===== src/common/ks10MemPkg.sv =====
// Bus word types, address union, flag positions and memory subsystem addresses
`default_nettype none

package ks10MemPkg;

   ////////////////////////////////////////////////////////////////////////////
   // Bus data and phase
   ////////////////////////////////////////////////////////////////////////////

   // 36-bit backplane word, bit 0 is the MSB
   typedef logic [0:35] word_t;

   // One-hot bus phase
   // Bit 0 is T1, bit 3 is T4
   typedef logic [3:0] phase_t;

   localparam phase_t phaseT1 = 4'b0001;
   localparam phase_t phaseT2 = 4'b0010;
   localparam phase_t phaseT3 = 4'b0100;
   localparam phase_t phaseT4 = 4'b1000;

   ////////////////////////////////////////////////////////////////////////////
   // Bus address word
   ////////////////////////////////////////////////////////////////////////////

   // Same 36 bits seen two ways
   // Flags in 0..13 are shared by both views
   typedef union packed
   {
      // Memory reference, 22-bit word address
      struct packed
      {
         logic [0:13]  flags;
         logic [14:35] addr;
      } memView;
      // I/O reference, device and 18-bit register address
      struct packed
      {
         logic [0:13]  flags;
         logic [14:17] dev;
         logic [18:35] addr;
      } ioView;
   } busAddr_u;

   // Flag positions, numbered like the bus word
   localparam int unsigned flagRead   = 3;
   localparam int unsigned flagWrTest = 4;
   localparam int unsigned flagWrite  = 5;
   localparam int unsigned flagIo     = 6;
   localparam int unsigned flagPhys   = 8;

   ////////////////////////////////////////////////////////////////////////////
   // Memory controller addresses
   ////////////////////////////////////////////////////////////////////////////

   // Memory controller sits on device 0
   localparam logic [14:17] memDev = 4'd0;

   // Memory Status Register I/O address
   localparam logic [18:35] addrMsr = 18'o100000;

   // Halt Status Block base
   // Only bits 14..30 are compared, low 5 bits pick the word
   localparam logic [14:35] addrHsb = 22'o0376000;

   // HSB depth in words
   localparam int unsigned hsbWords = 32;

   ////////////////////////////////////////////////////////////////////////////
   // Memory Status Register layout
   ////////////////////////////////////////////////////////////////////////////

   // Sticky non-existent-memory flag
   // Set by hardware, cleared by writing 0
   localparam int unsigned msrNxmBit = 2;

   // Plain read/write field, bits 5..17
   // Does not cover the NXM bit
   localparam word_t msrWriteMask = 36'o017777_000000;

endpackage

`default_nettype wire

===== src/verilog/mem/memCtrl.sv =====
// Bus word decode, target select, acknowledge and read data mux
`default_nettype none
`timescale 1ns/1ps

module memCtrl
   import ks10MemPkg::*;
#(
   parameter int memAddrWidth = 15
)
(
   input  wire      clkT,
   input  wire      rst,
   input  phase_t   phase,
   input  wire      busReq,
   input  busAddr_u busAddr,
   input  word_t    arrayData,
   input  word_t    msrData,
   output logic     busAck,
   output word_t    busDataOut,
   output logic     memWe,
   output logic     hsbWe,
   output logic     msrWe,
   output logic     nxm,
   output logic     memSel,
   output logic     ioSel
);

   ////////////////////////////////////////////////////////////////////////////
   // Flag decode
   ////////////////////////////////////////////////////////////////////////////

   logic isRead;
   logic isWrTest;
   logic isWrite;
   logic isPhys;
   logic isIo;

   // Flags sit in the same place in both views
   assign isRead   = busAddr.memView.flags[flagRead];
   assign isWrTest = busAddr.memView.flags[flagWrTest];
   assign isWrite  = busAddr.memView.flags[flagWrite];
   assign isPhys   = busAddr.memView.flags[flagPhys];
   assign isIo     = busAddr.memView.flags[flagIo];

   ////////////////////////////////////////////////////////////////////////////
   // Target decode
   ////////////////////////////////////////////////////////////////////////////

   logic msrHit;
   logic memValid;
   logic hsbMatch;
   logic memRef;
   logic memHit;
   logic hsbHit;
   logic t3;

   // I/O view: our device, MSR register
   assign msrHit = isIo & isPhys & (busAddr.ioView.dev == memDev) &
                   (busAddr.ioView.addr == addrMsr);

   // Memory view: nothing above the implemented address bits
   assign memValid = ((busAddr.memView.addr >> memAddrWidth) == '0);

   // HSB block, low 5 bits select the word
   assign hsbMatch = (busAddr.memView.addr[14:30] == addrHsb[14:30]);

   // Any memory cycle type
   assign memRef = ~isIo & (isRead | isWrite | isWrTest);

   // Main memory takes priority if the two ever overlap
   assign memHit = memRef & memValid;
   assign hsbHit = memRef & hsbMatch & ~memValid;

   assign t3 = phase[2];

   ////////////////////////////////////////////////////////////////////////////
   // Acknowledge and strobes
   ////////////////////////////////////////////////////////////////////////////

   // Combinational, follows busReq
   // Write-test acks like a read
   assign busAck = busReq & ((msrHit & (isRead | isWrite)) | memHit | hsbHit);

   // Writes land on the edge ending T3
   assign memWe = busReq & t3 & memHit & isWrite;
   assign hsbWe = busReq & t3 & hsbHit & isWrite;
   assign msrWe = busReq & t3 & msrHit & isWrite;

   // Unclaimed memory reference
   // One-clock pulse to the MSR
   assign nxm = busReq & t3 & memRef & ~memValid & ~hsbMatch;

   ////////////////////////////////////////////////////////////////////////////
   // Read data select
   ////////////////////////////////////////////////////////////////////////////

   // Source latched at T3, held through T4
   always_ff @(posedge clkT)
   begin
      if (rst)
      begin
         memSel <= 1'b0;
         ioSel  <= 1'b0;
      end
      else if (t3)
      begin
         memSel <= memHit;
         ioSel  <= busReq & msrHit;
      end
   end

   // Array already picks main RAM or HSB on memSel
   assign busDataOut = ioSel ? msrData : arrayData;

   // Only one RAM may be written per cycle
   weExclusive : assert property (@(posedge clkT) disable iff (rst)
      !(memWe && hsbWe));

endmodule

`default_nettype wire


===== config.mk =====
export PLATFORM = sky130hd
export DESIGN_NAME = memCtrl
export DESIGN_NICKNAME = d
export VERILOG_FILES = /design/src/common/ks10MemPkg.sv /design/src/verilog/mem/memCtrl.sv
export SDC_FILE = /design/constraint.sdc
export NUM_CORES = 1
export LEC_CHECK = 0
export ABC_CLOCK_PERIOD_IN_PS = 1550
export BUFFER_PORTS_ARGS = -buffer_cell sky130_fd_sc_hd__buf_2
export CAP_MARGIN = 20
export CORE_ASPECT_RATIO = 0.9
export CORE_MARGIN = 1.5
export CORE_UTILIZATION = 21
export CTS_BUF_LIST = sky130_fd_sc_hd__clkbuf_4 sky130_fd_sc_hd__clkbuf_8 sky130_fd_sc_hd__clkbuf_16
export DETAILED_ROUTE_END_ITERATION = 16
export PLACE_DENSITY = 0.77
export RECOVER_POWER = 100
export SLEW_MARGIN = 25
export SYNTH_ARGS = -nofsm -noshare
export SYNTH_HDL_FRONTEND = slang
export SYNTH_SLANG_ARGS = --single-unit

===== constraint.sdc =====
create_clock -name clkT -period 1.55 [get_ports clkT]
set_input_delay 0.155 -clock clkT [delete_from_list [all_inputs] [get_ports clkT]]
set_output_delay 0.155 -clock clkT [all_outputs]
set_load 0.01 [all_outputs]

==> results.txt <==
The switching share of total power came out at 0.302. The clock transition at the register clock pins on the worst setup and hold paths after CTS came out at 30 ps. In this run the most critical hold path is launched from rst.

The critical path endpoint category was an output pin. The wire length reported by the detailed router was 2960 um. After routing, the total negative slack on setup checks comes to -536 ps. The run gives 0.0586 as the proportion of synthesized chip area in sequential cells. The most common library cell in the layout ignoring fill and taps is buf_2. The number of buffers inserted by port buffering works out to 145. The fraction of final layout cells with drive strength greater than 1 is 0.853, and the count of endpoints failing hold in the final timing report is 0. The tools report the final number of max-transition violations as 0. During synthesis, Yosys emitted a total of 0 warnings. For the detailed placement HPWL, the log shows 2660 um. The deepest level of the CTS H-tree was 1; the worst voltage drop across the vdd grid was 0.128 mV. The tools report the total number of clock tree sinks as 2. Traced cell by cell, the critical path runs through clkbuf_4 -> mux2_2 -> buf_2.

The pin slew with the least headroom to its limit works out to 380 ps. The number of iterations in the first detailed-routing pass is 2, and the initial antenna violation count is 0. Yosys mapped the design onto 21 distinct sky130hd cell types. The logs give 0.00307 mm^2 for the total core area and 0 for the DRC violations left.

Across all layers, the routed design uses 1186 vias. For the total congestion overflow after global routing, the log shows 0. Cell type group with the largest total delay on the critical path: buffers and inverters. Buffers inserted during clock tree synthesis total 3. The class of the most critical hold timing path was primary input to flop. For the top achievable clock speed, the log shows 633 MHz. In this run the deepest clock path goes through 2 buffers. The library cell used as clock root buffer is clkbuf_4. The logs give 0.178 for the routing usage on met1 and 0.306 mW for the internal power.

In this run the worst path has a maximum fanout of 28. Setup repair after global routing could not meet its margin everywhere. 0 antenna diodes ended up in the layout.

The run gives 0.743 as the worst slew margin relative to its limit. For the combined global-route utilization of all metal layers, the log shows 0.154. For the worst setup path, the data arrival time is 1430 ps. The tools report the global-route wire length before repair as 4560 um. The startpoint identified for the worst register-to-register timing path is ioSel. The tools report the share of power burned in registers as 0.119. The relative contribution of combinational cells to total power came out at 0.625.

The run finished, with violations left. The floorplan die area is 0.00360 mm^2. The finished layout holds 267 standard cells, fillers aside. Counting cells, the worst reg-to-reg path comes to 3. The met3 track utilization from global routing was 0.0355; the number of rows created at floorplan was 19. For the finished layout, the period the worst path requires is 1580 ps. The critical path in this run is classified as flop to output pin.

The height of the die was 57.1 um. TritonCTS built the clock tree. The detail route stage leaves a number of antenna-violating nets equal to 0. For this design the top-level I/O count stands at 158. Worst flop-to-flop path endpoint: ioSel. The number of filler cells placed in the layout came out at 311.

The worst setup path is launched from a flop. The slowest stage of the critical path is the mux2_2 cell. The synthesis-to-finish area growth was 121%; the combined area of all synthesized cells was 683 um^2.

The share of the cycle needed by the critical path after routing was 1.02; the critical path's largest stage delay was 390 ps. The tools report the worst setup skew after layout as 0 ps. After global routing, the most crowded layer is met2. The post-detailed-route wirelength per cell came out at 11.1 um. The final reports fail on negative setup slack. The number of register bits inferred by synthesis came out at 2. The via density per instance was 4.44; the reported max-cap violation count was 0. The logs give 0 for the post-cts hold buffer count and 78 for the gate count of the mapped netlist.

The width of the die works out to 63.1 um. For this design the static power due to leakage is 0.810 nW. The run gives 264 as the count of placed standard cells including taps. The logs give 1065 for the number of global-route vias before repair and 28 for the count of final setup violators.

The mean post-synth cell area works out to 8.76 um^2. For hold timing, the worst endpoint is memSel. The number of DRC markers after the initial detailed-route iteration came out at 15. The tools report the met2 usage as 0.287. The critical path contains buffers and inverters numbering 2 combined. The setup slack of the critical path after layout came out at -30.4 ps.

The initial standard-cell utilization of the core came out at 0.223. For flop-to-flop paths, the worst setup slack is 710 ps. Dividing total power by cell area gives a power density of 290 mW/mm^2. The worst hold path was traced through 2 stages.

In the layout the commonest cells are 134 x buf_2, 36 x mux2_2, 9 x clkbuf_2, 4 x nor2_1, 4 x clkbuf_4. Entering global routing, the biggest net connects 29 pins. The required time of the worst setup path was 1390 ps; the net switching component of the power was 0.132 mW. The power share of the clock group is 0.257, and the final weighted congestion in routability-driven placement is 0.693.

When the netlist entered floorplanning its net count stood at 193. Clock latency on the worst-skew pair, taken at its later pin, is 220 ps. After the last flow step, the layout net total stands at 342.
[synth_stat cells]
master | count | area, um^2
a21oi_1 | 3 | 15.0
and2_1 | 1 | 6.26
and4_1 | 1 | 8.76
clkbuf_1 | 4 | 15.0
dfxtp_1 | 2 | 40.0
inv_1 | 3 | 11.3
mux2_2 | 36 | 405
nand2_1 | 3 | 11.3
nand3_1 | 2 | 10.0
nand4_1 | 3 | 18.8
nor2_1 | 4 | 15.0
nor3_1 | 4 | 20.0
nor3b_1 | 1 | 7.51
nor4_1 | 2 | 12.5
nor4_4 | 1 | 21.3
nor4b_1 | 2 | 17.5
o21a_1 | 1 | 7.51
o31ai_1 | 1 | 7.51
or2_2 | 2 | 12.5
or3_1 | 1 | 6.26
or4b_4 | 1 | 13.8
[per-layer routing]
| layer | up-vias | wire length, um |
|---|---|---|
| met4 | 0 | 14 |
| met1 | 516 | 1080 |
| met2 | 74 | 1570 |
| met5 | - | 0 |
| li1 | 594 | - |
| met3 | 2 | 303 |
[what timing repair did]
action                                  CTS  global route
buffers inserted                          0             0
gates resized for setup                   3             2
pin swaps                                 2             2
endpoints found under the setup margin    2             4
hold endpoints to repair                  0             0
[how the worst max path moves through the flow]
stage	startpoint	end	slack, ps	cells past startpoint
floorplan	ioSel	busDataOut[10]	-60	3
global placement	busAddr[17]	busAck	-40	6
detailed placement	busAddr[17]	busAck	-70	6
CTS	busAddr[21]	busAck	-10	6
global route	busAddr[20]	busAck	-110	6
finish	ioSel	busDataOut[7]	-30	3
[cell families (layout without fill, tap and decap cells)]
group | count (synthesis) | after routing | share of synthesized area
AOI/OAI and AO/OA | 5 | 5 | 0.0440
buffers and inverters | 7 | 154 | 0.0385
DFF | 2 | 2 | 0.0586
muxes | 36 | 36 | 0.593
and+or+nand+nor | 28 | 28 | 0.266
[area by class of cell]
class                           count  area (um^2)  area share
Sequential cell                     2         40.0      0.0265
Clock buffer                        3         22.5      0.0149
Multi-Input combinational cell     69          626       0.415
Tap cell                           42         52.6      0.0348
Timing Repair Buffer              148          757       0.502
Inverter                            3         11.3     0.00746
[metrics by stage]
stage / hold WS (ps) / util / power, mW / area (um^2) / setup WS [ps]
4_1_cts: 115 / 0.496 / 0.447 / 1520 / -14.2
2_1_floorplan: 224 / - / 0.145 / 683 / -55.6
6_report: 123 / 0.492 / 0.438 / 1510 / -30.4
5_1_grt: 125 / 0.492 / 0.481 / 1510 / -108
3_3_place_gp: 347 / 0.483 / 0.317 / 1480 / -44.6
3_5_place_dp: 350 / 0.483 / 0.323 / 1480 / -66.7
[state kept, by name, summed over array words and instances, names as in the netlist]
signal	cells
memSel	1
ioSel	1
[worst reg2reg max path, stage by stage (launching register included)]
cell and delay [ps]:
dfxtp_1 310, clkbuf_2 250, nand3_1 110, o31ai_1 80
[power by group through the flow]
| stage | Combinational (mW) | Sequential, mW | Clock, mW |
|---|---|---|---|
| 2_1_floorplan | 0.0919 | 0.0526 | 0 |
| 3_3_place_gp | 0.264 | 0.0526 | 0 |
| 3_5_place_dp | 0.270 | 0.0526 | 0 |
| 4_1_cts | 0.275 | 0.0520 | 0.120 |
| 5_1_grt | 0.299 | 0.0519 | 0.131 |
| 6_report | 0.274 | 0.0520 | 0.112 |
No activity file was read; power rests on OpenSTA's default activity.
