==> config.mk <==
export PLATFORM = sky130hd
export DESIGN_NAME = memStat
export DESIGN_NICKNAME = d
export VERILOG_FILES = /design/src/common/ks10MemPkg.sv /design/src/verilog/mem/memStat.sv
export SDC_FILE = /design/constraint.sdc
export NUM_CORES = 1
export LEC_CHECK = 0
export ABC_AREA = 1
export ABC_CLOCK_PERIOD_IN_PS = 800
export BUFFER_PORTS_ARGS = -buffer_cell sky130_fd_sc_hd__buf_2
export CORE_AREA = 3 3 51 53
export CTS_CLUSTER_DIAMETER = 80
export DETAILED_ROUTE_END_ITERATION = 7
export DIE_AREA = 0 0 54 56
export PLACE_DENSITY = 0.71
export SYNTH_ARGS = -nofsm -noshare
export SYNTH_HDL_FRONTEND = slang
export SYNTH_SLANG_ARGS = --single-unit
==> constraint.sdc <==
create_clock -name clkT -period 0.8 [get_ports clkT]
set_input_delay 0.08 -clock clkT [delete_from_list [all_inputs] [get_ports clkT]]
set_output_delay 0.08 -clock clkT [all_outputs]
set_load 0.01 [all_outputs]
==> src/common/ks10MemPkg.sv <==
// Bus word types, address union, flag positions and memory subsystem addresses
`default_nettype none

package ks10MemPkg;

   ////////////////////////////////////////////////////////////////////////////
   // Bus data and phase
   ////////////////////////////////////////////////////////////////////////////

   // 36-bit backplane word, bit 0 is the MSB
   typedef logic [0:35] word_t;

   // One-hot bus phase
   // Bit 0 is T1, bit 3 is T4
   typedef logic [3:0] phase_t;

   localparam phase_t phaseT1 = 4'b0001;
   localparam phase_t phaseT2 = 4'b0010;
   localparam phase_t phaseT3 = 4'b0100;
   localparam phase_t phaseT4 = 4'b1000;

   ////////////////////////////////////////////////////////////////////////////
   // Bus address word
   ////////////////////////////////////////////////////////////////////////////

   // Same 36 bits seen two ways
   // Flags in 0..13 are shared by both views
   typedef union packed
   {
      // Memory reference, 22-bit word address
      struct packed
      {
         logic [0:13]  flags;
         logic [14:35] addr;
      } memView;
      // I/O reference, device and 18-bit register address
      struct packed
      {
         logic [0:13]  flags;
         logic [14:17] dev;
         logic [18:35] addr;
      } ioView;
   } busAddr_u;

   // Flag positions, numbered like the bus word
   localparam int unsigned flagRead   = 3;
   localparam int unsigned flagWrTest = 4;
   localparam int unsigned flagWrite  = 5;
   localparam int unsigned flagIo     = 6;
   localparam int unsigned flagPhys   = 8;

   ////////////////////////////////////////////////////////////////////////////
   // Memory controller addresses
   ////////////////////////////////////////////////////////////////////////////

   // Memory controller sits on device 0
   localparam logic [14:17] memDev = 4'd0;

   // Memory Status Register I/O address
   localparam logic [18:35] addrMsr = 18'o100000;

   // Halt Status Block base
   // Only bits 14..30 are compared, low 5 bits pick the word
   localparam logic [14:35] addrHsb = 22'o0376000;

   // HSB depth in words
   localparam int unsigned hsbWords = 32;

   ////////////////////////////////////////////////////////////////////////////
   // Memory Status Register layout
   ////////////////////////////////////////////////////////////////////////////

   // Sticky non-existent-memory flag
   // Set by hardware, cleared by writing 0
   localparam int unsigned msrNxmBit = 2;

   // Plain read/write field, bits 5..17
   // Does not cover the NXM bit
   localparam word_t msrWriteMask = 36'o017777_000000;

endpackage

`default_nettype wire
==> src/verilog/mem/memStat.sv <==
// Memory Status Register with writable field and sticky NXM flag
`default_nettype none
`timescale 1ns/1ps

module memStat
   import ks10MemPkg::*;
(
   input  wire   clkT,
   input  wire   rst,
   input  word_t dataIn,
   input  wire   msrWe,
   input  wire   nxm,
   output word_t msrData
);

   ////////////////////////////////////////////////////////////////////////////
   // Next register value
   ////////////////////////////////////////////////////////////////////////////

   word_t msrReg;
   word_t msrNext;

   always_comb
   begin
      // Hold by default
      msrNext = msrReg;

      // Write stores the field through the mask
      if (msrWe)
      begin
         msrNext = dataIn & msrWriteMask;
         // NXM bit taken straight from the data
         // Writing 0 clears it
         msrNext[msrNxmBit] = dataIn[msrNxmBit];
      end

      // NXM report wins over a write in the same clock
      if (nxm)
      begin
         msrNext[msrNxmBit] = 1'b1;
      end
   end

   ////////////////////////////////////////////////////////////////////////////
   // Register
   ////////////////////////////////////////////////////////////////////////////

   // Updates on the edge ending T3, like memory writes
   always_ff @(posedge clkT)
   begin
      if (rst)
      begin
         msrReg <= '0;
      end
      else
      begin
         msrReg <= msrNext;
      end
   end

   // Read back path
   assign msrData = msrReg;

endmodule

`default_nettype wire

==> results.json, run 1 <==
{
  "fin_crit_sh": 1.00,
  "post-route-min-period_ns": 0.801,
  "chipHeight_um": 56,
  "synth.top_cells.by_area": "dfxtp_1 (40%), buf_4 (24%), nand2_1 (15%), a21oi_1 (7.1%), a21oi_2 (3.8%)",
  "netlist.area_leader.share": 0.400,
  "firstDrtPassIters": 2,
  "place_ws_ns": 0.0870,
  "startpoint": "msrData[30]",
  "numCtsBuffers": 3,
  "final_core_utilization": 0.425,
  "wl_mm": 1.43,
  "peakVddDrop_mv": 1.07,
  "cap_violations": 0,
  "antenna_left": 0,
  "failed_checks": "negative setup slack",
  "holdWs_ns": 0.0388,
  "drt-wirelength-per-cell_um": 9.64,
  "worstSkewPairLatency_ns": 0.27,
  "critPathLaunchType": "flop",
  "placedCellCount": 143,
  "cts.sinks": 14,
  "critical-path-slowest-cell": "dfxtp_2",
  "synth_enable_flop_cells": 0,
  "result_of_the_run": "finished, violations left",
  "critPathArrivalTime_ns": 0.72,
  "critPathMaxStageDelay_ns": 0.33,
  "critical_path.n_buffers_inverters": 1,
  "ys_top_cells_by_count": "nand2_1 (28), buf_4 (22), dfxtp_1 (14)",
  "floorplan.die_area_um2": 3020,
  "crit_path_end_kind": "primary output",
  "synth_flop_cell": "dfxtp_1",
  "dpl.hpwl_mm": 1.10,
  "holdBufCountCts": 0,
  "cts_max_path_buffers": 2,
  "final_nets": 161,
  "tns_ns": -0.00130,
  "finClkSkew_ns": 0,
  "tritoncts_clock_tree": "built",
  "initial_utilization": 0.320,
  "fillCellCount": 233,
  "synth_cell_types": 12,
  "ctsRootBufferMaster": "clkbuf_4",
  "cts_htree_levels": 1,
  "timing.setup.critical_path_class": "reg2out",
  "grt_start_max_net_pins": 17,
  "cp_top_family": "flip-flops",
  "layout.cell_area.non_filler_um2": 931,
  "synthCells": 88,
  "chipWidth_um": 54,
  "global_route_wire_length_before_repair_mm": 2.27,
  "multi_input_comb_area_um2": 275,
  "post-layout-total-power_mw": 1.55,
  "clkSlewWorstSetupHoldPaths_ns": 0.08,
  "finalMaxSlewViolations": 0,
  "detail_route.iter0.violations": 2,
  "io_pins": 76,
  "final_hold_viol_count": 0,
  "synth_async_sr_flop_share": 0,
  "via_per_inst": 3.89,
  "gp_congestion": 0.565,
  "rr_startpoint": "msrData[24]",
  "ys.warnings.count": 0,
  "layout.cells.non_filler": 148,
  "rsz0062_at_grt": "yes",
  "cp.required_ns": 0.72,
  "core_um2": 2190,
  "timing.final.ws_setup_ns": -0.00130,
  "vias_after_detailed_routing": 575,
  "postSynthRegisterBits": 14,
  "max_freq_mhz": 1250,
  "cp_max_fo": 2,
  "post_dp_cell_area_um2": 782,
  "final-seq-area_um2": 298,
  "placement.io_buffers": 31,
  "timing.hold.worst.start": "dataIn[20]",
  "globalRouteTotalUtil": 0.101,
  "grt_pass1_vias": 518,
  "number_of_standard_cell_rows_in_the_floorplan": 17,
  "min-delay-path-class": "in2reg",
  "power_density_nw_per_um2": 1670,
  "most_frequently_used_cell_type_in_the_post_synthesis_netlist": "nand2_1",
  "grt_antenna_before_repair": 0,
  "areaGrowthSynthToFinish_pct": 32.9,
  "gr-total-overflow": 0,
  "antenna_cells_inserted": 0,
  "setup.reg_to_reg.worst_slack_ns": 0.13,
  "post-route-drc-count": 0,
  "post_synth.cell_area_avg_um2": 7.96,
  "setup_viol": 1,
  "synth_area_leader_cell": "dfxtp_1",
  "synth.cell_area_um2": 701,
  "power.static_leakage_nw": 0.463,
  "drive_above_1_share": 0.458,
  "path_cells": "buf_6",
  "synth_sequential_area_ratio": 0.400,
  "largest_reg_flops": 14
}
-- layout make-up --
class,instances,share of cell area
well taps,28,0.0376
inverters,3,0.0175
repair buffers,33,0.290
clock buffers,4,0.0390
flip-flops and latches,14,0.320
multi-input cells,66,0.296
-- kinds of logic after synthesis --
group           synth area share
flops                      0.400
simple gates               0.166
other cells              0.00535
buf+inv                    0.320
compound gates             0.109
-- final timing paths --
check	endpoint	cells past startpoint
setup reg to reg	msrData[24]	3
hold / removal	msrData[20]	3
setup / recovery	msrData[30]	1
hold reg to reg	msrData[22]	2
-- metal layers --
metal,vias up,wire [um],track usage
met4,0,19,0.0214
met1,246,517,0.107
met2,33,717,0.175
li1,294,-,-
met3,2,172,0.0509
met5,-,0,0
-- report_power, final --
part	leakage [nW]	internal, mW	switching, mW	total [mW]
sequential	0.120	0.744	0.0268	0.771
clock	0.0210	0.276	0.209	0.485
combinational	0.321	0.140	0.157	0.297
total	0.463	1.16	0.393	1.55
-- layout by cell type (no fill, tap or decap) --
cell type	instances
a21oi_1	10
buf_12	1
clkbuf_8	1
clkbuf_4	3
dfxtp_2	14
inv_6	1
inv_1	2
buf_2	17
buf_6	14
buf_4	1
conb_1	22
nand2_1	28
nor2_1	3
a21oi_2	3
-- timing repair --
item / CTS / global route
setup endpoints to repair: 14 / 14
gates resized for setup: 28 / 0
setup buffers: 0 / 1
Note: power is estimated with default switching activity, not from simulation.
==> run 2, diff against run 1 <==
--- a/config.mk
+++ b/config.mk
@@ -8,11 +8,12 @@
 export ABC_AREA = 1
 export ABC_CLOCK_PERIOD_IN_PS = 800
 export BUFFER_PORTS_ARGS = -buffer_cell sky130_fd_sc_hd__buf_2
-export CORE_AREA = 3 3 51 53
+export CORE_AREA = 2 2 50 52
 export CTS_CLUSTER_DIAMETER = 80
 export DETAILED_ROUTE_END_ITERATION = 7
-export DIE_AREA = 0 0 54 56
+export DIE_AREA = 0 0 52 54
 export PLACE_DENSITY = 0.71
+export SKIP_CTS_REPAIR_TIMING = 1
 export SYNTH_ARGS = -nofsm -noshare
 export SYNTH_HDL_FRONTEND = slang
 export SYNTH_SLANG_ARGS = --single-unit
==> results.json, run 2 (synthesized netlist as in run 1, its figures left out) <==
{
  "result_of_the_run": "finished clean",
  "tritoncts_clock_tree": "built",
  "power.static_leakage_nw": 0.476,
  "setup.reg_to_reg.worst_slack_ns": 0.12,
  "critical-path-slowest-cell": "dfxtp_2",
  "antenna_left": 0,
  "layout.cells.non_filler": 153,
  "most-common-layout-cells": "nand2_1 (28), conb_1 (22), buf_2 (17)",
  "layout.cells.most_common": "nand2_1",
  "numCtsBuffers": 3,
  "crit_path_end_kind": "primary output",
  "chipHeight_um": 54,
  "setup_viol": 0,
  "critPathLaunchType": "flop",
  "post-route-min-period_ns": 0.798,
  "path_cells": "buf_6",
  "dpl.hpwl_mm": 1.07,
  "areaGrowthSynthToFinish_pct": 35.5,
  "gp_congestion": 0.672,
  "antenna_cells_inserted": 0,
  "finalMaxSlewViolations": 0,
  "via_per_inst": 3.80,
  "placement.io_buffers": 31,
  "globalRouteTotalUtil": 0.106,
  "largest_reg_flops": 14,
  "holdWs_ns": 0.0389,
  "fin_crit_sh": 0.998,
  "gr-total-overflow": 0,
  "critPathArrivalTime_ns": 0.72,
  "ctsRootBufferMaster": "clkbuf_4",
  "drive_above_1_share": 0.472,
  "worstSkewPairLatency_ns": 0.27,
  "r2r.worst_path.cells": 3,
  "initial_utilization": 0.302,
  "rr_startpoint": "msrData[28]",
  "post-route-drc-count": 0,
  "whs_endpoint": "msrData[24]",
  "cp.required_ns": 0.72,
  "finClkSkew_ns": 0,
  "final_core_utilization": 0.409,
  "cts_htree_levels": 1,
  "timing.setup.critical_path_class": "reg2out",
  "vias_after_detailed_routing": 581,
  "detail_route.iter0.violations": 5,
  "final_hold_viol_count": 0,
  "floorplan.die_area_um2": 2810,
  "io_pins": 76,
  "min-delay-path-class": "in2reg",
  "chipWidth_um": 52,
  "critPathMaxStageDelay_ns": 0.33,
  "clkSlewWorstSetupHoldPaths_ns": 0.08,
  "final_nets": 165,
  "placedCellCount": 146,
  "cts.sinks": 14,
  "grt_pass1_vias": 476,
  "timing.hold.worst_path_depth": 3,
  "critical_path.n_buffers_inverters": 1,
  "drt-wirelength-per-cell_um": 9.64,
  "timing.hold.worst.start": "dataIn[24]",
  "grt_antenna_before_repair": 0,
  "cp_top_family": "flip-flops",
  "rsz0062_at_grt": "yes",
  "wl_mm": 1.48,
  "grt_start_max_net_pins": 15,
  "core_um2": 2320,
  "cp_max_fo": 2,
  "cts_max_path_buffers": 2,
  "cap_violations": 0,
  "peakVddDrop_mv": 0.990,
  "number_of_standard_cell_rows_in_the_floorplan": 18,
  "firstDrtPassIters": 2,
  "critical_path.reg2reg.endpoint": "msrData[28]",
  "power_density_nw_per_um2": 1550,
  "global_route_wire_length_before_repair_mm": 2.08,
  "max_freq_mhz": 1250
}
run 2: worst max path at each step:
stage / startpoint / end / slack [ns] / cells after the start
after floorplan: msrData[33] / msrData[33] / 0.16 / 4
after global placement: msrWe / msrData[23] / 0.12 / 4
after detailed placement: msrWe / msrData[23] / 0.07 / 4
after CTS: msrData[28] / msrData[28] / -0.04 / 1
after global routing: msrData[25] / msrData[25] / -0.03 / 1
final: msrData[23] / msrData[23] / 0.002 / 1
run 2: cell type report:
cell class              instances  area (um^2)
fillers                       236         1370
multi-input cells              66          275
clock buffers                   3         22.5
well taps                      30         37.5
flip-flops and latches         14          298
inverters                       3         16.3
repair buffers                 37          300
run 2: worst reg2reg max path, cell delays in order (launching register included):
cell and delay (ns):
dfxtp_2 0.33, buf_4 0.12, nand2_1 0.05, a21oi_1 0.05
run 2: metrics by stage:
stage          setup slack [ns]  cell area [um^2]  total power, mW  TNS [ns]
5_1_grt                 -0.0320               950             1.57    -0.358
2_1_floorplan             0.160               779             1.01         0
3_5_place_dp             0.0680               792             1.02         0
3_3_place_gp              0.122               792             1.02         0
4_1_cts                 -0.0376               815             1.42    -0.345
6_report                0.00168               950             1.47         0
run 2: layer usage:
layer	vias up	track usage	wire [um]
met4	0	0.0263	0
li1	298	-	-
met3	0	0.0583	146
met2	31	0.186	749
met5	-	0	0
met1	252	0.111	579
run 2: power by group:
| part | internal [mW] | leakage [nW] | total [mW] | switching (mW) |
|---|---|---|---|---|
| combinational | 0.151 | 0.342 | 0.312 | 0.160 |
| sequential | 0.744 | 0.120 | 0.770 | 0.0261 |
| clock | 0.174 | 0.0138 | 0.390 | 0.216 |
